--- config.mk ---
export PLATFORM = sky130hd
export DESIGN_NAME = r5p_bus_capture
export DESIGN_NICKNAME = d
export VERILOG_FILES = /design/src/rtl/r5p_mon_pkg.sv /design/src/rtl/r5p_bus_capture.sv
export SDC_FILE = /design/constraint.sdc
export NUM_CORES = 1
export LEC_CHECK = 0
export ABC_AREA = 1
export BUFFER_PORTS_ARGS = -buffer_cell sky130_fd_sc_hd__buf_4
export CAP_MARGIN = 20
export CORE_AREA = 8 8 54 56
export CTS_CLUSTER_DIAMETER = 100
export CTS_CLUSTER_SIZE = 16
export DETAILED_ROUTE_END_ITERATION = 10
export DIE_AREA = 0 0 62 64
export GPL_TIMING_DRIVEN = 0
export HOLD_SLACK_MARGIN = 0.02
export PLACE_DENSITY = 0.76
export SLEW_MARGIN = 20
export SYNTH_ARGS = -nofsm -noshare
export SYNTH_HDL_FRONTEND = slang
export SYNTH_SLANG_ARGS = --single-unit
--- constraint.sdc ---
create_clock -name clk -period 1.5 [get_ports clk]
set_clock_uncertainty 0.15 [all_clocks]
set_input_delay 0.075 -clock clk [delete_from_list [all_inputs] [get_ports clk]]
set_output_delay 0.075 -clock clk [all_outputs]
set_load 0.02 [all_outputs]
--- src/rtl/r5p_mon_pkg.sv ---
/*
  shared constants for the r5p bus observer
  bus widths, memory size, opcodes, classes, statistic indices, instruction union
*/

package r5p_mon_pkg;

  ////////////////////////////////////////
  // bus and memory
  ////////////////////////////////////////

  localparam int unsigned AW       = 32;    // address width
  localparam int unsigned DW       = 32;    // data width
  localparam int unsigned SW       = DW/8;  // byte select width
  localparam int unsigned MEM_AW   = 8;     // word address bits, adr[9:2]
  localparam int unsigned SLOW_BIT = 9;     // upper half gets a wait state

  ////////////////////////////////////////
  // RV32I major opcodes
  ////////////////////////////////////////

  localparam logic [6:0] OPC_LOAD   = 7'b0000011;
  localparam logic [6:0] OPC_STORE  = 7'b0100011;
  localparam logic [6:0] OPC_BRANCH = 7'b1100011;
  localparam logic [6:0] OPC_JAL    = 7'b1101111;
  localparam logic [6:0] OPC_JALR   = 7'b1100111;
  localparam logic [6:0] OPC_OP     = 7'b0110011;
  localparam logic [6:0] OPC_OP_IMM = 7'b0010011;
  localparam logic [6:0] OPC_LUI    = 7'b0110111;
  localparam logic [6:0] OPC_AUIPC  = 7'b0010111;
  localparam logic [6:0] OPC_SYSTEM = 7'b1110011;

  // instruction classes
  localparam logic [2:0] CLS_LOAD   = 3'd0;
  localparam logic [2:0] CLS_STORE  = 3'd1;
  localparam logic [2:0] CLS_BRANCH = 3'd2;
  localparam logic [2:0] CLS_JUMP   = 3'd3;  // jal, jalr
  localparam logic [2:0] CLS_ALU    = 3'd4;  // op, op-imm, lui, auipc
  localparam logic [2:0] CLS_SYSTEM = 3'd5;
  localparam logic [2:0] CLS_OTHER  = 3'd6;  // anything else, incl. 16-bit words

  ////////////////////////////////////////
  // statistic counters
  ////////////////////////////////////////

  localparam logic [3:0] STAT_WRITES = 4'd0;
  localparam logic [3:0] STAT_READS  = 4'd1;
  localparam logic [3:0] STAT_WBYTES = 4'd2;   // selected bytes written
  localparam logic [3:0] STAT_WAITS  = 4'd3;   // req high, ack low cycles
  localparam logic [3:0] STAT_LOAD   = 4'd4;
  localparam logic [3:0] STAT_STORE  = 4'd5;
  localparam logic [3:0] STAT_BRANCH = 4'd6;
  localparam logic [3:0] STAT_JUMP   = 4'd7;
  localparam logic [3:0] STAT_ALU    = 4'd8;
  localparam logic [3:0] STAT_SYSTEM = 4'd9;
  localparam logic [3:0] STAT_OTHER  = 4'd10;
  localparam logic [3:0] STAT_NEGIMM = 4'd11;  // I-format with imm12 < 0
  localparam int unsigned STAT_NUM   = 12;

  localparam int unsigned CW = 32;  // counter width, wraps

  // one instruction word, R and I field views
  typedef union packed {
    struct packed {
      logic [6:0] funct7;
      logic [4:0] rs2;
      logic [4:0] rs1;
      logic [2:0] funct3;
      logic [4:0] rd;
      logic [6:0] opcode;
    } r;
    struct packed {
      logic [11:0] imm12;  // sign in bit 11
      logic [4:0]  rs1;
      logic [2:0]  funct3;
      logic [4:0]  rd;
      logic [6:0]  opcode;
    } i;
  } inst_u;

endpackage

--- src/rtl/r5p_bus_capture.sv ---
/*
  bus capture, one-cycle delayed copy of the system bus
  write-done, read-done and wait strobes
*/

`timescale 1ns/100ps

module r5p_bus_capture (
  // system
  input  logic                         clk,
  input  logic                         rst,
  // bus taps
  input  logic                         req,
  input  logic                         wen,
  input  logic [r5p_mon_pkg::AW-1:0]   adr,
  input  logic [r5p_mon_pkg::SW-1:0]   sel,
  input  logic [r5p_mon_pkg::DW-1:0]   rdt,
  input  logic                         ack,
  // completed transfers
  output logic                         wr_vld,    // write handshake last cycle
  output logic [r5p_mon_pkg::SW-1:0]   wr_sel,    // its byte select
  output logic                         rd_vld,    // read handshake last cycle
  output logic [r5p_mon_pkg::DW-1:0]   rd_dat,    // its data
  output logic                         wait_vld   // wait cycle last cycle
);

  ////////////////////////////////////////
  // delayed bus
  ////////////////////////////////////////

  logic                       req_r;
  logic                       ack_r;
  logic                       wen_r;
  logic [r5p_mon_pkg::SW-1:0] sel_r;
  logic [r5p_mon_pkg::AW-1:0] adr_r;  // observed by the bound checks only

  // handshake state
  always_ff @(posedge clk, posedge rst) begin
    if (rst) begin
      req_r <= 1'b0;
      ack_r <= 1'b0;
    end else begin
      req_r <= req;
      ack_r <= ack;
    end
  end

  // transfer attributes, qualified by req_r/ack_r
  always_ff @(posedge clk) begin
    wen_r <= wen;
    sel_r <= sel;
    adr_r <= adr;
  end

  ////////////////////////////////////////
  // strobes
  ////////////////////////////////////////

  assign wr_vld   = req_r & ack_r &  wen_r;
  assign rd_vld   = req_r & ack_r & ~wen_r;
  assign wait_vld = req_r & ~ack_r;  // one per stalled cycle

  assign wr_sel = sel_r;
  assign rd_dat = rdt;  // memory drives it in this cycle

endmodule

# Word-level counts from Yosys, hierarchy flattened
# Index checks and enable logic that the tools add are counted.
dict set report totals {
  reg_bits 7
  inputBits 73
  output_inout_bits 39
}
dict set report op_classes {
  bitwise 6
}
# cell n
set ops {}
lappend ops {{1-bit bitwise AND} 4}
lappend ops {{1-bit inverter} 2}

# Logic depth before layout (Yosys ltp)
dict set report depth {
  depth_word 2
  mapped_depth 2
}

# Worst setup path after synthesis
# Ideal clock, no wire load.
dict set report synth_path {
  kind {flip-flop to output port}
  from {reg ack_r}
  to {out rd_vld}
  arrival_time_ns 0.667
  required_time_ns 1.275
  slack_ns 0.608
  path_stages_with_launch 3
  path_buffers 0
  cell_sequence {dfrtp_1 -> nand2_1 -> nor2_1}
}
dict set report synth_via {
  elab_chain_cells 2
}
# element line_no
set synth_rtl {}
lappend synth_rtl {{start: declaration} r5p_bus_capture.sv:32} ;# logic ack_r;
lappend synth_rtl {{start signal: assignment} r5p_bus_capture.sv:44} ;# ack_r <= ack;
lappend synth_rtl {{1-bit bitwise AND (2 in a row)} r5p_bus_capture.sv:60} ;# assign rd_vld = req_r & ack_r & ~wen_r;
lappend synth_rtl {{end: declaration} r5p_bus_capture.sv:22} ;# output logic rd_vld,
# Every way passes these cells.

# Worst setup path after layout
# Same ends and word-level chain as after synthesis.

==> flow_summary.yaml <==
run_status:
  status: "finished clean"
routing:
  ant_nets: 0
  drt_iter0_drc: 1
  wl_mm: 1.62
  drcViolationCount: 0
  drt_first_pass_iters: 2
  routedWlPerCell_um: 12.2
  vias: 461
  viasPerCell: 3.47
clock_network:
  cts_buffer_depth: 2
  cts_root_buf: "clkbuf_4"
  cts_resized: 0
  h-tree-depth: 1
  clk_pin_slew_worst_paths_ns: 0.05
  clock_sinks: 7
  cts_tree: "done"
  numCtsBuffers: 3
sta:
  rsz0062_at_grt: "false"
  hold_viol_final: 0
  tightestPinTransition_ns: 0.0880
  report.final.slew_viol_count: 0
  finalSetupViolCount: 0
  min_period_ns: 1.13
  slew_headroom_pct: 94.1
  post-route-period-util_pct: 75.2
  max_freq_ghz: 0.887
  fin_setup_tns_ns: 0
floorplanning:
  rows: 17
  dieHeight_um: 64
  fp.coreArea_mm2: 0.00211
  io_pins: 112
  die_w_um: 62
  dieArea_mm2: 0.00397
  start_util_pct: 19.8
global_routing:
  grt_pass1_wl_mm: 2.23
  use_met1_pct: 4.00
  antenna_found_initial: 0
  grt.met2_usage_pct: 15.3
  grt_usage_pct: 7.63
  grt-busiest-layer: "met2"
  grt_max_degree: 5
  grt_use_met3_pct: 4.00
  grt-ovfl-total: 0
  grt_pass1_vias: 522
logic_synthesis:
  ys_ff_latch: 7
  synth_cell_type_count: 6
  yosysWarnings: 0
  syn_inst: 46
  syn_nets: 119
  syn_area_um2: 417
  syn_avg_cell_area_um2: 9.06
  ys_seq_area_share_pct: 36.0
power_and_ir_drop:
  peakVddDrop_mv: 0.547
  p_per_area_mw_per_mm2: 682
  p_leak_nw: 0.519
cells_and_area:
  n_antenna_cell: 0
  area_growth_pct: 119
  final_util_pct: 43.3
  final_nets: 179
  drive_gt1_share_pct: 78.1
placement:
  port_buffers: 47
  gp_congestion: 0.622
hold_path:
  hold_class: "in -> async"
setup_path:
  cp.required_ns: 1.27
  critPathKind: "reg -> out"
  cp_max_fo: 2
  endpoint_kind: "primary output"
  startpoint_type: "flip-flop"
  crit_arrival_ns: 0.90
run:
  cap_viol_max_count: 0
-- cell type report --
class,instances,area (µm²)
plain buffers,32,240
inverters,3,11.3
repair buffers,55,433
fillers,202,1190
flip-flops and latches,7,150
well taps,28,35.0
clock buffers,4,26.3
multi-input cells,4,15.0
-- report_power, final --
group	internal [mW]	switching (mW)
Sequential	0.197	0.00381
Clock	0.101	0.0628
Combinational	0.145	0.111
-- flip-flops by register name, indices dropped and copies added (netlist names) --
| register | cells |
|---|---|
| wen_r | 1 |
| ack_r | 1 |
| req_r | 1 |
| wr_sel | 4 |
-- layer usage --
| metal | share of wire (%) | vias up |
|---|---|---|
| met5 | 0 | - |
| met4 | 3.2 | 0 |
| met2 | 55 | 46 |
| met1 | 19 | 187 |
| li1 | - | 222 |
| met3 | 23 | 6 |
-- what timing repair did --
action	4_1_cts	5_1_grt
hold buffers	8	0
buffers inserted	0	0
endpoints found under the hold margin	9	0
-- cells in the final DEF, fill, tap and decap left out --
cell,count
buf_4,79
clkbuf_1,1
clkbuf_4,3
dfrtp_1,2
dfxtp_1,5
dlygate4sd3_1,8
inv_1,3
nand2_1,1
nor2_1,3
-- stage by stage --
step / power, mW / std cells / setup slack [ns] / hold WS, ns / instance area, µm²
4_1_cts: 0.636 / 133 / 0.351 / 0.0703 / 911
5_1_grt: 0.648 / 133 / 0.295 / 0.105 / 911
3_3_place_gp: 0.444 / 121 / 0.652 / -0.207 / 805
6_report: 0.621 / 133 / 0.372 / 0.0836 / 911
3_5_place_dp: 0.447 / 121 / 0.636 / -0.203 / 805
2_1_floorplan: 0.345 / 46 / 0.608 / -0.334 / 417
-- how the worst max path moves through the flow --
stage               startpoint  endpoint  slack, ns  depth (start not counted)
floorplan                ack_r    rd_vld       0.61                          2
global placement         ack_r    rd_vld       0.65                          3
detailed placement       ack_r    rd_vld       0.64                          3
CTS                      ack_r    rd_vld       0.35                          3
global route             ack_r    wr_vld       0.29                          3
finish                   ack_r    rd_vld       0.37                          3
-- cells in the mapped netlist --
| library cell | instances | area [µm²] |
|---|---|---|
| nor2_1 | 3 | 11.3 |
| inv_1 | 3 | 11.3 |
| nand2_1 | 1 | 3.75 |
| dfrtp_1 | 2 | 50.1 |
| dfxtp_1 | 5 | 100 |
| buf_4 | 32 | 240 |
-- kinds of logic after synthesis --
| logic type | Yosys count | share of synthesized area [%] |
|---|---|---|
| buf+inv | 35 | 60.4 |
| simple gates | 4 | 3.60 |
| flops | 7 | 36.0 |
-- worst max-delay path, stage by stage, from the launching register on --
cell and delay (ns):
dfrtp_1 0.37, nand2_1 0.09, nor2_1 0.05, buf_4 0.15
Power figures use the tool's default switching activity.
