<file path="config.mk">
export PLATFORM = sky130hd
export DESIGN_NAME = r5p_inst_decode
export DESIGN_NICKNAME = d
export VERILOG_FILES = /design/src/rtl/r5p_mon_pkg.sv /design/src/rtl/r5p_inst_decode.sv
export SDC_FILE = /design/constraint.sdc
export NUM_CORES = 1
export LEC_CHECK = 0
export ABC_AREA = 1
export BUFFER_PORTS_ARGS = -buffer_cell sky130_fd_sc_hd__buf_4
export CAP_MARGIN = 20
export CORE_AREA = 2 2 39 41
export CTS_BUF_LIST = sky130_fd_sc_hd__clkbuf_8
export DETAILED_ROUTE_END_ITERATION = 7
export DIE_AREA = 0 0 41 43
export PLACE_DENSITY = 0.72
export SYNTH_ARGS = -nofsm -noshare
export SYNTH_HDL_FRONTEND = slang
export SYNTH_SLANG_ARGS = --single-unit
export TNS_END_PERCENT = 1
</file>
<file path="constraint.sdc">
create_clock -name clk -period 1.7 [get_ports clk]
set_clock_uncertainty 0.2 [all_clocks]
set_input_delay 0.34 -clock clk [delete_from_list [all_inputs] [get_ports clk]]
set_output_delay 0.34 -clock clk [all_outputs]
set_load 0.02 [all_outputs]
</file>
<file path="src/rtl/r5p_mon_pkg.sv">
/*
  shared constants for the r5p bus observer
  bus widths, memory size, opcodes, classes, statistic indices, instruction union
*/

package r5p_mon_pkg;

  ////////////////////////////////////////
  // bus and memory
  ////////////////////////////////////////

  localparam int unsigned AW       = 32;    // address width
  localparam int unsigned DW       = 32;    // data width
  localparam int unsigned SW       = DW/8;  // byte select width
  localparam int unsigned MEM_AW   = 8;     // word address bits, adr[9:2]
  localparam int unsigned SLOW_BIT = 9;     // upper half gets a wait state

  ////////////////////////////////////////
  // RV32I major opcodes
  ////////////////////////////////////////

  localparam logic [6:0] OPC_LOAD   = 7'b0000011;
  localparam logic [6:0] OPC_STORE  = 7'b0100011;
  localparam logic [6:0] OPC_BRANCH = 7'b1100011;
  localparam logic [6:0] OPC_JAL    = 7'b1101111;
  localparam logic [6:0] OPC_JALR   = 7'b1100111;
  localparam logic [6:0] OPC_OP     = 7'b0110011;
  localparam logic [6:0] OPC_OP_IMM = 7'b0010011;
  localparam logic [6:0] OPC_LUI    = 7'b0110111;
  localparam logic [6:0] OPC_AUIPC  = 7'b0010111;
  localparam logic [6:0] OPC_SYSTEM = 7'b1110011;

  // instruction classes
  localparam logic [2:0] CLS_LOAD   = 3'd0;
  localparam logic [2:0] CLS_STORE  = 3'd1;
  localparam logic [2:0] CLS_BRANCH = 3'd2;
  localparam logic [2:0] CLS_JUMP   = 3'd3;  // jal, jalr
  localparam logic [2:0] CLS_ALU    = 3'd4;  // op, op-imm, lui, auipc
  localparam logic [2:0] CLS_SYSTEM = 3'd5;
  localparam logic [2:0] CLS_OTHER  = 3'd6;  // anything else, incl. 16-bit words

  ////////////////////////////////////////
  // statistic counters
  ////////////////////////////////////////

  localparam logic [3:0] STAT_WRITES = 4'd0;
  localparam logic [3:0] STAT_READS  = 4'd1;
  localparam logic [3:0] STAT_WBYTES = 4'd2;   // selected bytes written
  localparam logic [3:0] STAT_WAITS  = 4'd3;   // req high, ack low cycles
  localparam logic [3:0] STAT_LOAD   = 4'd4;
  localparam logic [3:0] STAT_STORE  = 4'd5;
  localparam logic [3:0] STAT_BRANCH = 4'd6;
  localparam logic [3:0] STAT_JUMP   = 4'd7;
  localparam logic [3:0] STAT_ALU    = 4'd8;
  localparam logic [3:0] STAT_SYSTEM = 4'd9;
  localparam logic [3:0] STAT_OTHER  = 4'd10;
  localparam logic [3:0] STAT_NEGIMM = 4'd11;  // I-format with imm12 < 0
  localparam int unsigned STAT_NUM   = 12;

  localparam int unsigned CW = 32;  // counter width, wraps

  // one instruction word, R and I field views
  typedef union packed {
    struct packed {
      logic [6:0] funct7;
      logic [4:0] rs2;
      logic [4:0] rs1;
      logic [2:0] funct3;
      logic [4:0] rd;
      logic [6:0] opcode;
    } r;
    struct packed {
      logic [11:0] imm12;  // sign in bit 11
      logic [4:0]  rs1;
      logic [2:0]  funct3;
      logic [4:0]  rd;
      logic [6:0]  opcode;
    } i;
  } inst_u;

endpackage

</file>
<file path="src/rtl/r5p_inst_decode.sv">
/*
  instruction classifier for read data words
  class and negative I-immediate flag, one register stage
*/

`timescale 1ns/100ps

module r5p_inst_decode (
  // system
  input  logic                         clk,
  input  logic                         rst,
  // from capture
  input  logic                         rd_vld,
  input  logic [r5p_mon_pkg::DW-1:0]   rd_dat,
  // to statistics
  output logic                         cls_vld,  // one cycle after rd_vld
  output logic [2:0]                   cls,      // instruction class
  output logic                         neg_imm   // I-format, imm12 negative
);

  ////////////////////////////////////////
  // local signals
  ////////////////////////////////////////

  r5p_mon_pkg::inst_u inst;     // word viewed as R and I fields
  logic [2:0]         cls_nxt;  // class of the current word
  logic               imm_fmt;  // carries an I-format immediate
  logic               neg_nxt;

  assign inst = rd_dat;

  ////////////////////////////////////////
  // classification
  ////////////////////////////////////////

  // opcode literals all end in 2'b11, so compressed words fall to default
  always_comb begin
    cls_nxt = r5p_mon_pkg::CLS_OTHER;
    imm_fmt = 1'b0;
    case (inst.r.opcode)
      r5p_mon_pkg::OPC_LOAD: begin
        cls_nxt = r5p_mon_pkg::CLS_LOAD;
        imm_fmt = 1'b1;
      end
      r5p_mon_pkg::OPC_STORE:  cls_nxt = r5p_mon_pkg::CLS_STORE;
      r5p_mon_pkg::OPC_BRANCH: cls_nxt = r5p_mon_pkg::CLS_BRANCH;
      r5p_mon_pkg::OPC_JAL:    cls_nxt = r5p_mon_pkg::CLS_JUMP;
      r5p_mon_pkg::OPC_JALR: begin
        cls_nxt = r5p_mon_pkg::CLS_JUMP;
        imm_fmt = 1'b1;  // jalr offset
      end
      r5p_mon_pkg::OPC_OP,
      r5p_mon_pkg::OPC_LUI,
      r5p_mon_pkg::OPC_AUIPC:  cls_nxt = r5p_mon_pkg::CLS_ALU;
      r5p_mon_pkg::OPC_OP_IMM: begin
        cls_nxt = r5p_mon_pkg::CLS_ALU;
        imm_fmt = 1'b1;
      end
      r5p_mon_pkg::OPC_SYSTEM: cls_nxt = r5p_mon_pkg::CLS_SYSTEM;
      default:                 cls_nxt = r5p_mon_pkg::CLS_OTHER;
    endcase
  end

  // sign of imm12 read through the I view
  assign neg_nxt = imm_fmt & inst.i.imm12[11];

  ////////////////////////////////////////
  // output stage
  ////////////////////////////////////////

  always_ff @(posedge clk, posedge rst) begin
    if (rst) begin
      cls_vld <= 1'b0;
    end else begin
      cls_vld <= rd_vld;
    end
  end

  // class payload, held between reads
  always_ff @(posedge clk) begin
    if (rd_vld) begin
      cls     <= cls_nxt;
      neg_imm <= neg_nxt;
    end
  end

endmodule

</file>
# --- Word-level counts from Yosys, hierarchy flattened ---
# Cells that the tools add are included.
totals:
  word_cells: 19
  input_bits: 35
  regBits: 5
  out_inout_bits: 5
op_classes:
  bitwise_logic: 1
  mux: 2
  reduce_logical: 3
  n_eq_ne: 10
ops:
  columns: ["cell", "count"]
  rows:
  - ["$eq A7 B7 Y1 const B", 4]
  - ["$eq A7 B6 Y1 const B", 3]
  - ["$pmux W3 S6", 1]
  - ["$eq A7 B5 Y1 const B", 2]
  - ["$eq A7 B2 Y1 const B", 1]
  - ["$reduce_or A4 Y1", 1]
  - ["$reduce_or A3 Y1", 1]
  - ["$reduce_or A2 Y1", 1]
  - ["$and A1 B1 Y1", 1]
  - ["$mux W1", 1]

# --- Logic depth before layout (Yosys ltp) ---
depth:
  ltp_word: 4
  depth_mapped: 6
  depth_no_buf: 6

# --- Least setup slack after synthesis ---
# No wires, ideal clock.
synth_timing:
  path_kind: "input to register"
  startpoint: "in rd_dat[3] (netlist bit)"
  endpoint: "reg cls[2], data pin"
  n_path_buf: 0
  required_ns: 1.242
  t_arrival_ns: 0.742
  path_stages: 6
  slack_ns: 0.500
  setup_time_ns: 0.258
  cell_sequence: "inv_1 > nand2_2 > nor2_2 > nand2_1 > nand2_1 > nor2_1"
synth_via:
  elab_chain_cells: 3
  word_cells_on_any_way: 13
  cone_classes: "eq/ne (10); mux (1); reduce/logical (2)"
synth_lines:
  columns: ["item", "line_no", "source"]
  rows:
  - ["start: declaration", "r5p_inst_decode.sv:14", "input logic [r5p_mon_pkg::DW-1:0] rd_dat,"]
  - ["$eq A7 B5 Y1 (tied with other cells)", "r5p_inst_decode.sv:40", "case (inst.r.opcode)"]
  - ["$reduce_or A4 Y1 (no source line) or $reduce_or A2 Y1 (tied branches)", null, null]
  - ["$pmux W3 S6 (*)", "r5p_inst_decode.sv:40", null]
  - ["via cls_nxt[2]", "r5p_inst_decode.sv:26", "logic [2:0] cls_nxt;"]
  - ["end signal: assignment", "r5p_inst_decode.sv:82", "cls <= cls_nxt;"]
  - ["end: declaration", "r5p_inst_decode.sv:17", "output logic [2:0] cls,"]
# The timed path passes the listed nets; every way through them passes the cells marked *.
# A chain may end at the register's enable or synchronous reset.

# --- Final worst setup path ---
layout_timing:
  startpoint: "reg neg_imm"
  endpoint: "out neg_imm"
layout_rtl:
  columns: ["item", "line_no", "source"]
  rows:
  - ["start: declaration", "r5p_inst_decode.sv:18", "output logic neg_imm"]
  - ["start signal: assignment", "r5p_inst_decode.sv:83", "neg_imm <= neg_nxt;"]
# No word-level cell between the ends.

==> metrics.md <==
| Metric | Value |
|---|---|
| CTS Buf Count | 3 |
| EDFF count, synth | 4 |
| DRC | 0 |
| DIE HEIGHT | 43 um |
| Async SR Flop Fraction | 20.00% |
| CP startpoint kind | register |
| Delay-heaviest family, CP | flip-flops |
| Max FO, Critical Path | 1 |
| Slowest cell on crit path | edfxtp_1 |
| # clock sinks | 5 |
| Crit. End Element | primary output |
| Total gr overflow | 0 |
| Final setup vio count | 0 |
| Synth Instances | 38 |
| Top FF cell, synth | edfxtp_1 |
| Post-cts sizing count | 0 |
| Maximum clock rate | 781.7 MHz |
| Synth top area share | 39.51% |
| Std-Cell Rows | 14 |
| Largest family of logic cells by synthesized area | simple AND/OR/NAND/NOR gates |
| Number of global-route vias before repair | 280 |
| Post-DR vias/cell | 4.014 |
| Setup WS pre-CTS | 0.3101 ns |
| Max_slew headroom | 89.55% |
| Ys Warns | 0 |
| Distinct cells, synth | 12 |
| Met3 GRT Util | 3.141% |
| CTS clk-pin slew, worst paths | 0.03 ns |
| Crit-path cells | buf_4 |
| WHS | 0.07918 ns |
| Pin count of the biggest net entering global routing | 6 |
| Hold Violations, Final | 0 |
| Worst-margin pin slew | 0.1558 ns |
| Fraction of synthesized area in multiplexers | 0% |
| Mean Syn Cell Area | 8.001 um^2 |
| CTS max path bufs | 2 |
| Ant diodes | 0 |
| Worst EP arrival | 0.74 ns |
| Post-route setup TNS | 0 ns |
| # IOs | 40 |
| Seq cells post-synth | 5 |
| Top cell type by total area after synthesis | edfxtp_1 |
| Slew Viols, Final | 0 |
| Power Total | 0.4162 mW |
| Initial DRC Count | 1 |
| Pwr per Cell Area | 846.4 nW/um^2 |
| Area fraction in compound gates after synthesis | 2.469% |
| Busiest grt layer | met2 |
| Worst vdd ir | 183.7 uV |
| Die area | 1763 um^2 |
| Core Util, Final | 35.53% |
| Period Utilization, post-route | 75.25% |
| Routed via count | 297 |
| Post-DRT Antenna Nets | 0 |
| Layout Nets | 94 |
| Placed Cells | 69 |
| Grt met1 use | 8.387% |
| Area Overhead vs Synth | 61.73% |
| CTS tree | yes |
| Commonest cells in the netlist | nand2_1, nor2_1, inv_1 |
| Post-Syn Area | 304.0 um^2 |
| First-pass GRT wire length | 986 um |
| Met2 Track Usage GR | 13.13% |
| Antenna violations before repair | 0 |
| Die X | 41 um |
| Total GRT Usage | 8.643% |
| Placement Cell Area | 436.7 um^2 |
| Hold path start | rd_vld |
| Hold depth | 1 |
| Final WL | 606 um |
| Gp weighted congestion | 0.7326 |
| Post-Synth Simple-Gate Area | 43.62% |
| Leakage | 0.2407 nW |
| WP buf/inv | 1 |
| Sequential share of the synthesized area | 47.74% |
| Final worst path period need | 1.279 ns |
| Post-synthesis adder-cell area fraction | 0% |
| Non-Filler Instances | 74 |
| Setup CP Type | register to primary output |
| Worst Hold Path EP | cls_vld |
| Fin area | 491.7 um^2 |
| WL/cell | 8.189 um |
| Initial Util | 21.97% |
| Ratio of cells with drive above 1 in the final layout | 41.38% |
| Largest stage delay on the critical path | 0.36 ns |
| CTS root buffer | clkbuf_8 |
| Hold Path Class | input pin to register |
| Synth Area in XOR/XNOR | 0% |
| Setup ws final | 0.4208 ns |
| Syn Nets | 73 |
| Req. time, crit path | 1.16 ns |
| Status | complete, no violations |
| Synth top area cells | edfxtp_1, nand2_1, nor2_1, dfrtp_1, nand3_1 |
| CTS H-Tree Depth | 1 |
| RSZ-0062 raised after global routing | no |
| PortBufs | 15 |
| First-pass DRT Iterations | 3 |
| Max cap viols | 0 |
| Core Region | 1384 um^2 |
[where the power goes]
part           internal, mW  leakage, nW  total, mW  switching (mW)
registers             0.141       0.0508      0.142         0.00179
clock network         0.154       0.0269      0.208          0.0537
logic                0.0319        0.163     0.0657          0.0338
total                 0.327        0.241      0.416          0.0893
[how the worst max path moves through the flow]
stage,from,endpoint,slack [ns],depth (start not counted)
floorplan,rd_dat[3],cls[2],0.50,6
global placement,rd_dat[6],cls[1],0.33,4
detailed placement,rd_dat[6],cls[1],0.31,4
CTS,cls[1],cls[1],0.41,1
global route,cls[1],cls[1],0.39,1
finish,neg_imm,neg_imm,0.42,1
[registers in the layout (all words and copies together), names as in the netlist]
register and flops:
cls 3, cls_vld 1, neg_imm 1
[cell usage in the layout, fill, tap and decap left out, types with 3 or more instances in the layout]
cell / instances
buf_4: 15
nand2_1: 8
nor2_1: 8
inv_1: 6
nand3_1: 4
edfxtp_1: 4
nand2_2: 3
clkbuf_8: 3
[what timing repair did]
action / CTS / global route
setup buffers: 0 / 0
endpoints found under the setup margin: 0 / 0
hold endpoints to repair: 1 / 0
hold buffers: 1 / 0
[routing by layer]
| layer | vias to the layer above | wire [um] | part of all wire (%) |
|---|---|---|---|
| li1 | 158 | - | - |
| met1 | 129 | 222 | 37 |
| met2 | 10 | 338 | 56 |
| met3 | 0 | 44 | 7.3 |
| met4 | 0 | 0 | 0 |
| met5 | - | 0 | 0 |
[logic make-up (layout without fill, tap and decap cells)]
| family | Yosys count | in the layout |
|---|---|---|
| AO/OA/AOI/OAI | 1 | 1 |
| buffers and inverters | 5 | 25 |
| AND/OR/NAND/NOR | 27 | 27 |
| flip-flops | 5 | 5 |
[final cells by class]
type | instances | area, um^2
tap | 16 | 20.02
clock buffer | 3 | 41.29
inverter | 5 | 18.77
timing repair buffer | 16 | 122.6
multi-input combinational | 28 | 140.1
fill | 154 | 892.1
clock inverter | 1 | 3.754
sequential | 5 | 145.1
Note: power is estimated with default switching activity, not from simulation.
