--- src/rtl/r5p_mon_pkg.sv ---
/*
  shared constants for the r5p bus observer
  bus widths, memory size, opcodes, classes, statistic indices, instruction union
*/

package r5p_mon_pkg;

  ////////////////////////////////////////
  // bus and memory
  ////////////////////////////////////////

  localparam int unsigned AW       = 32;    // address width
  localparam int unsigned DW       = 32;    // data width
  localparam int unsigned SW       = DW/8;  // byte select width
  localparam int unsigned MEM_AW   = 8;     // word address bits, adr[9:2]
  localparam int unsigned SLOW_BIT = 9;     // upper half gets a wait state

  ////////////////////////////////////////
  // RV32I major opcodes
  ////////////////////////////////////////

  localparam logic [6:0] OPC_LOAD   = 7'b0000011;
  localparam logic [6:0] OPC_STORE  = 7'b0100011;
  localparam logic [6:0] OPC_BRANCH = 7'b1100011;
  localparam logic [6:0] OPC_JAL    = 7'b1101111;
  localparam logic [6:0] OPC_JALR   = 7'b1100111;
  localparam logic [6:0] OPC_OP     = 7'b0110011;
  localparam logic [6:0] OPC_OP_IMM = 7'b0010011;
  localparam logic [6:0] OPC_LUI    = 7'b0110111;
  localparam logic [6:0] OPC_AUIPC  = 7'b0010111;
  localparam logic [6:0] OPC_SYSTEM = 7'b1110011;

  // instruction classes
  localparam logic [2:0] CLS_LOAD   = 3'd0;
  localparam logic [2:0] CLS_STORE  = 3'd1;
  localparam logic [2:0] CLS_BRANCH = 3'd2;
  localparam logic [2:0] CLS_JUMP   = 3'd3;  // jal, jalr
  localparam logic [2:0] CLS_ALU    = 3'd4;  // op, op-imm, lui, auipc
  localparam logic [2:0] CLS_SYSTEM = 3'd5;
  localparam logic [2:0] CLS_OTHER  = 3'd6;  // anything else, incl. 16-bit words

  ////////////////////////////////////////
  // statistic counters
  ////////////////////////////////////////

  localparam logic [3:0] STAT_WRITES = 4'd0;
  localparam logic [3:0] STAT_READS  = 4'd1;
  localparam logic [3:0] STAT_WBYTES = 4'd2;   // selected bytes written
  localparam logic [3:0] STAT_WAITS  = 4'd3;   // req high, ack low cycles
  localparam logic [3:0] STAT_LOAD   = 4'd4;
  localparam logic [3:0] STAT_STORE  = 4'd5;
  localparam logic [3:0] STAT_BRANCH = 4'd6;
  localparam logic [3:0] STAT_JUMP   = 4'd7;
  localparam logic [3:0] STAT_ALU    = 4'd8;
  localparam logic [3:0] STAT_SYSTEM = 4'd9;
  localparam logic [3:0] STAT_OTHER  = 4'd10;
  localparam logic [3:0] STAT_NEGIMM = 4'd11;  // I-format with imm12 < 0
  localparam int unsigned STAT_NUM   = 12;

  localparam int unsigned CW = 32;  // counter width, wraps

  // one instruction word, R and I field views
  typedef union packed {
    struct packed {
      logic [6:0] funct7;
      logic [4:0] rs2;
      logic [4:0] rs1;
      logic [2:0] funct3;
      logic [4:0] rd;
      logic [6:0] opcode;
    } r;
    struct packed {
      logic [11:0] imm12;  // sign in bit 11
      logic [4:0]  rs1;
      logic [2:0]  funct3;
      logic [4:0]  rd;
      logic [6:0]  opcode;
    } i;
  } inst_u;

endpackage

--- src/rtl/r5p_bus_stats.sv ---
/*
  bus statistic counters and indexed readout
*/

`timescale 1ns/100ps

module r5p_bus_stats (
  // system
  input  logic                         clk,
  input  logic                         rst,
  // transfer events
  input  logic                         wr_vld,
  input  logic [r5p_mon_pkg::SW-1:0]   wr_sel,
  input  logic                         rd_vld,
  input  logic                         wait_vld,
  // decode events
  input  logic                         cls_vld,
  input  logic [2:0]                   cls,
  input  logic                         neg_imm,
  // readout
  input  logic [3:0]                   stat_idx,
  output logic [r5p_mon_pkg::CW-1:0]   stat_cnt
);

  ////////////////////////////////////////
  // helpers
  ////////////////////////////////////////

  // number of selected byte lanes
  function automatic logic [r5p_mon_pkg::CW-1:0] pop_cnt(
    input logic [r5p_mon_pkg::SW-1:0] s
  );
    logic [r5p_mon_pkg::CW-1:0] n;
    n = '0;
    for (int i = 0; i < r5p_mon_pkg::SW; i++) begin
      if (s[i]) n++;
    end
    return n;
  endfunction

  // class to counter index
  function automatic logic [3:0] cls_idx(input logic [2:0] c);
    case (c)
      r5p_mon_pkg::CLS_LOAD:   return r5p_mon_pkg::STAT_LOAD;
      r5p_mon_pkg::CLS_STORE:  return r5p_mon_pkg::STAT_STORE;
      r5p_mon_pkg::CLS_BRANCH: return r5p_mon_pkg::STAT_BRANCH;
      r5p_mon_pkg::CLS_JUMP:   return r5p_mon_pkg::STAT_JUMP;
      r5p_mon_pkg::CLS_ALU:    return r5p_mon_pkg::STAT_ALU;
      r5p_mon_pkg::CLS_SYSTEM: return r5p_mon_pkg::STAT_SYSTEM;
      default:                 return r5p_mon_pkg::STAT_OTHER;
    endcase
  endfunction

  ////////////////////////////////////////
  // execute, counter update
  ////////////////////////////////////////

  logic [r5p_mon_pkg::CW-1:0]       cnt [r5p_mon_pkg::STAT_NUM];
  logic [r5p_mon_pkg::STAT_NUM-1:0] hit;       // unit increments this cycle
  logic [r5p_mon_pkg::CW-1:0]       wr_bytes;

  assign wr_bytes = pop_cnt(wr_sel);

  always_comb begin
    hit = '0;
    hit[r5p_mon_pkg::STAT_WRITES] = wr_vld;
    hit[r5p_mon_pkg::STAT_READS]  = rd_vld;
    hit[r5p_mon_pkg::STAT_WAITS]  = wait_vld;
    if (cls_vld) begin
      hit[cls_idx(cls)]             = 1'b1;
      hit[r5p_mon_pkg::STAT_NEGIMM] = neg_imm;
    end
  end

  always_ff @(posedge clk, posedge rst) begin
    if (rst) begin
      for (int i = 0; i < r5p_mon_pkg::STAT_NUM; i++) begin
        cnt[i] <= '0;
      end
    end else begin
      for (int i = 0; i < r5p_mon_pkg::STAT_NUM; i++) begin
        if (i == r5p_mon_pkg::STAT_WBYTES) begin
          if (wr_vld) cnt[i] <= cnt[i] + wr_bytes;  // byte count, not unit
        end else if (hit[i]) begin
          cnt[i] <= cnt[i] + 1'b1;  // wraps
        end
      end
    end
  end

  ////////////////////////////////////////
  // result, readout mux
  ////////////////////////////////////////

  assign stat_cnt = (stat_idx < r5p_mon_pkg::STAT_NUM) ? cnt[stat_idx] : '0;

endmodule

--- config.mk ---
export PLATFORM = sky130hd
export DESIGN_NAME = r5p_bus_stats
export DESIGN_NICKNAME = d
export VERILOG_FILES = /design/src/rtl/r5p_mon_pkg.sv /design/src/rtl/r5p_bus_stats.sv
export SDC_FILE = /design/constraint.sdc
export NUM_CORES = 1
export LEC_CHECK = 0
export BUFFER_PORTS_ARGS = -buffer_cell sky130_fd_sc_hd__buf_2
export CORE_UTILIZATION = 49
export CTS_BUF_LIST = sky130_fd_sc_hd__clkbuf_8
export CTS_CLUSTER_SIZE = 8
export DETAILED_ROUTE_END_ITERATION = 16
export PLACE_DENSITY = 0.67
export REMOVE_ABC_BUFFERS = 1
export SYNTH_ARGS = -nofsm -noshare
export SYNTH_HDL_FRONTEND = slang
export SYNTH_SLANG_ARGS = --single-unit
--- constraint.sdc ---
create_clock -name clk -period 39.1 [get_ports clk]
set_input_delay 7.82 -clock clk [delete_from_list [all_inputs] [get_ports clk]]
set_output_delay 7.82 -clock clk [all_outputs]
set_load 0.01 [all_outputs]
## Word-level counts from Yosys, hierarchy flattened

Index checks and enable logic that the tools add are counted.
Widths: inputs -> output; s select.

| word-level totals | value |
|---|---|
| logic and storage cells | 53 |
| bits in registers | 384 |

| cells by class | value |
|---|---|
| reductions and logical operators | 2 |
| add/subtract/negate cells | 15 |
| muxes and demuxes | 13 |
| eq/ne operators | 5 |
| $lt $le $gt $ge | 4 |
| bitwise operators | 2 |

Operator list:

| kind | number |
|---|---|
| $add 32x1->32 const B | 14 |
| $mux 32 | 6 |
| $bmux 32 s4 | 1 |
| $add 32x32->32 | 1 |
| $pmux 4 s6 | 1 |
| $mux 12 | 1 |
| $or 4x11->11 | 1 |
| $eq 3x2->1 const B | 2 |
| $eq 3x3->1 const B | 2 |
| $ge 5x5->1 const B | 1 |
| $lt 4x5->1 const B | 1 |
| $not 4->5 | 1 |
| $demux 1 s4 | 1 |
| $ge 4x1->1 const B | 1 |
| $lt 4x4->1 const B | 1 |
| $mux 4 | 1 |
| $eq 3x1->1 const B | 1 |
| $logic_not 3->1 | 1 |
| $mux 1 | 2 |
| $logic_and 1x1->1 | 1 |

## Depth between registers and ports, before layout

| depth | value |
|---|---|
| depth after elaboration | 9 |
| mapped depth | 12 |
| depth with buffers taken out | 12 |

## Worst setup path before layout

Ideal clock, no wire load.

| timing | value |
|---|---|
| kind | input to output |
| from | input port stat_idx[1] |
| to | output port stat_cnt[25] (netlist bit) |
| stages | 6 |
| required time | 31.280 ns |
| slack | 22.033 ns |
| data arrival time | 9.247 ns |
| cell sequence | buf_2 -> buf_2 -> buf_2 -> mux4_2 -> mux2i_1 -> o22ai_1 |

| between the ends | value |
|---|---|
| cells in the longest elaborated chain, start to end | 5 |
| elaborated cells on any way between the ends | 6 |
| classes of those cells | 1 x order compare; 4 x mux; 1 x bitwise |

RTL lines:

| item | RTL line | text |
|---|---|---|
| start: declaration | r5p_bus_stats.sv:21 | `input logic [3:0] stat_idx,` |
| $not 4->5 (implied by the code) | r5p_bus_stats.sv:95 | `assign stat_cnt = (stat_idx < r5p_mon_pkg::STAT_NUM) ? cnt[stat_idx] : '0;` |
| $bmux 32 s4 | r5p_bus_stats.sv:95 |  |
| $mux 32 (implied by the code) (2 in a row) | r5p_bus_stats.sv:95 |  |
| $mux 32 * | r5p_bus_stats.sv:95 |  |
| end: declaration | r5p_bus_stats.sv:22 | `output logic [r5p_mon_pkg::CW-1:0] stat_cnt` |

Every way passes the cells marked *; elsewhere a longest branch is shown, timed or not. The select of a mux whose other input is x is not followed.

## Worst setup path after layout

| timing | value |
|---|---|
| from | input port stat_idx[1] |
| to | output port stat_cnt[11] (netlist bit) |

The elaborated chain is that of the path after synthesis.

==> results_dict.tcl <==
set metrics [dict create \
    timing.critical_path.from_type "primary input" \
    synth_area_leader_cell "sky130_fd_sc_hd__dfrtp_1" \
    routed_wire_length_um 49700 \
    post-route-min-period_ns 18.24 \
    die_area_mm2 0.0417 \
    powerDensity_mw_per_mm2 43.5 \
    synth_top_cells_by_count "sky130_fd_sc_hd__dfrtp_1, sky130_fd_sc_hd__xnor2_1, sky130_fd_sc_hd__nand2_1" \
    number_of_setup_violations_in_the_final_report 0 \
    critPathRequiredTime_ns 31.28 \
    cts_tree "yes" \
    worst_hold_startpoint "cnt[319]$_DFFE_PP0P_" \
    cts-buffers-inserted 67 \
    first_pass_iters 5 \
    clock_latency_ns 0.60 \
    fin_tns_setup_ns 0 \
    synth_cell_type_count 51 \
    synth.ff_latch_count 384 \
    clk_path_buf_depth 3 \
    grtUsageTotal_pct 24.8 \
    max_flop_register "cnt" \
    detail_route.vias_per_cell 5.88 \
    worst-slew-pin-transition_ns 0.992 \
    worstHoldPathCells 1 \
    port-buffer-count 49 \
    critPathCaptureType "output port" \
    critical_path_arrival_ns 10.42 \
    ys.warnings.count 0 \
    detailedPlacementHpwl_um 37000 \
    hold-path-endpoint "cnt[319]$_DFFE_PP0P_" \
    power.ir.vdd_worst_v 0.0000255 \
    worst-path-max-fanout 49 \
    antenna-diode-count 0 \
    drive_gt1_share_pct 16.7 \
    fp.coreArea_mm2 0.0400 \
    fin_nets 1808 \
    cts_repair_resize_count 0 \
    grt_setup_unrepaired "false" \
    h-tree-depth 3 \
    p_leak_nw 9.87 \
    clock_sinks 384 \
    area_delta_synth_final_pct 10.5 \
    synth_top_area_cells "sky130_fd_sc_hd__dfrtp_1, sky130_fd_sc_hd__xnor2_1, sky130_fd_sc_hd__mux4_2, sky130_fd_sc_hd__xor2_1, sky130_fd_sc_hd__nand3_1" \
    die-width_um 204 \
    post-route-drc-count 0 \
    regToRegEndpoint "cnt[314]$_DFFE_PP0P_" \
    layout_top_registers "cnt x384" \
    cts_hold_buf 0 \
    pin_count_of_the_biggest_net_entering_global_routing 109 \
    rr_worst_depth 9 \
    hold_violation_count_in_the_final_report 0 \
    timing.reg2reg.setup_slack_ns 36.63 \
    grt_pass1_wl_um 79300 \
    clk_pin_slew_ns 0.06 \
    criticalPathCategory "primary input to output port" \
    drv_slew 0 \
    rr_startpoint "cnt[288]$_DFFE_PP0P_" \
    place_inst 2227 \
    start_util_pct 50.1 \
    route.vias.total 13800 \
    fin_crit_sh_pct 46.7 \
    cts_root_buf "sky130_fd_sc_hd__clkbuf_8" \
    netlist_area_mm2 0.0201 \
    gp_congestion 0.922 \
    number_of_drc_markers_in_iteration_0 1061 \
    synth_top_flop_cell "sky130_fd_sc_hd__dfrtp_1" \
    async_reset_ff_share_pct 100 \
    postRouteAntennaNets 0 \
    fmax_mhz 54.8 \
    die_h_um 204 \
    clock_skew_ns 0.0186 \
    grt_overflow 0 \
    max_reg_flops 384 \
    synth_most_common_cell "sky130_fd_sc_hd__dfrtp_1" \
    status "completed" \
    grt_pass1_vias 14000 \
    top_cell_type_s_share_of_synthesized_area_pct 47.9 \
    floorplan.rows 73 \
    worst_hold_slack_ns 0.473 \
    top_level_ports 50 \
    sequential_element_share_of_the_synthesized_area_pct 47.9 \
    fin_cells 2343 \
    post-cts-setup-buffers 0 \
    worstHoldPathType "flip-flop to flip-flop" \
    route.detailed.wl_per_inst_um 21.2 \
    worst_slew_margin_rel_pct 33.3 \
    synth-edff-count 0 \
    grt_antenna_before_repair 0 \
    synth_cells 1687 \
    max_cap_viol_count 0 \
    avgSynthCellArea_um2 11.9 \
]
-- worst max-delay path: stages --
cell,delay [ns]
sky130_fd_sc_hd__buf_6,0.42
sky130_fd_sc_hd__buf_4,0.79
sky130_fd_sc_hd__mux4_2,0.60
sky130_fd_sc_hd__mux2i_1,0.36
sky130_fd_sc_hd__o22ai_1,0.18
sky130_fd_sc_hd__buf_2,0.19
-- cell type report --
type,instances,area (um2)
inverters,50,195
fillers,3276,17800
clock buffers,85,1170
well taps,525,657
flip-flops and latches,384,9610
clock inverters,31,166
multi-input cells,1209,10000
repair buffers,59,329
-- stage by stage --
stage	cell area [um2]	setup slack [ns]	power (mW)	util, %
6_report	22200	20.86	0.965	55.4
2_1_floorplan	19800	20.61	0.556	-
5_1_grt	22200	20.63	1.01	55.4
3_5_place_dp	20800	20.86	0.604	52.1
4_1_cts	22200	20.85	0.974	55.4
3_3_place_gp	20800	20.91	0.598	52.1
-- worst max-delay path by stage --
stage                     cells past startpoint                 end   startpoint
final                                         6        stat_cnt[11]  stat_idx[1]
after global routing                          6        stat_cnt[18]  stat_idx[1]
after CTS                                     6        stat_cnt[11]  stat_idx[1]
after detailed placement                      6        stat_cnt[11]  stat_idx[1]
after global placement                        6        stat_cnt[13]  stat_idx[1]
after floorplan                               1  cnt[0]$_DFFE_PP0P_          rst
-- routing by layer --
metal / global-route usage (%) / part of all wire, % / vias to the layer above / wire, um
met5: 0 / 0 / - / 0
met4: 8.82 / 2.9 / 0 / 1440
met3: 4.64 / 7.3 / 92 / 3620
met2: 38.9 / 46 / 459 / 23000
met1: 34.6 / 44 / 7011 / 21700
li1: - / - / 6218 / -
-- cells in the final DEF, fill, tap and decap left out, types with 3 or more instances in the layout --
| cell | netlist | routed |
|---|---|---|
| sky130_fd_sc_hd__inv_1 | 50 | 72 |
| sky130_fd_sc_hd__nor3_2 | 9 | 9 |
| sky130_fd_sc_hd__clkinvlp_4 | 0 | 3 |
| sky130_fd_sc_hd__nand4_4 | 3 | 3 |
| sky130_fd_sc_hd__nand2_1 | 153 | 153 |
| sky130_fd_sc_hd__and4bb_2 | 3 | 3 |
| sky130_fd_sc_hd__buf_4 | 7 | 11 |
| sky130_fd_sc_hd__dfrtp_1 | 384 | 384 |
| sky130_fd_sc_hd__clkbuf_8 | 0 | 85 |
| sky130_fd_sc_hd__nor4_4 | 5 | 5 |
| sky130_fd_sc_hd__buf_2 | 18 | 47 |
| sky130_fd_sc_hd__nor4b_4 | 3 | 3 |
| sky130_fd_sc_hd__nor2_1 | 76 | 76 |
| sky130_fd_sc_hd__nand4b_1 | 3 | 3 |
| sky130_fd_sc_hd__and3_1 | 52 | 52 |
| sky130_fd_sc_hd__nand3_1 | 121 | 121 |
| sky130_fd_sc_hd__mux4_2 | 94 | 94 |
| sky130_fd_sc_hd__nor3_1 | 28 | 28 |
| sky130_fd_sc_hd__o22ai_1 | 32 | 32 |
| sky130_fd_sc_hd__or3_1 | 3 | 3 |
| sky130_fd_sc_hd__xor2_1 | 99 | 99 |
| sky130_fd_sc_hd__xnor2_1 | 274 | 274 |
| sky130_fd_sc_hd__and2_1 | 15 | 15 |
| sky130_fd_sc_hd__or2_2 | 6 | 6 |
| sky130_fd_sc_hd__nor4_1 | 5 | 5 |
| sky130_fd_sc_hd__mux2_2 | 15 | 15 |
| sky130_fd_sc_hd__and4_1 | 42 | 42 |
| sky130_fd_sc_hd__ha_1 | 18 | 18 |
| sky130_fd_sc_hd__mux2i_1 | 34 | 34 |
| sky130_fd_sc_hd__nand4_1 | 86 | 86 |
-- power by group --
part | internal, mW | switching (mW) | total [mW]
Sequential | 0.430 | 0.0533 | 0.483
Combinational | 0.0594 | 0.0551 | 0.114
Clock | 0.202 | 0.166 | 0.368
Total | 0.691 | 0.275 | 0.965
-- cells by family after synthesis --
kind of cell	synth area share, %
AOI/OAI and AO/OA	1.24
and+or+nand+nor	17.9
other	0.0187
muxes	13.4
buffers and inverters	2.00
adders and majority gates	1.22
xor gates and xnor gates	16.4
DFF	47.9
Note: power is estimated with default switching activity, not from simulation.
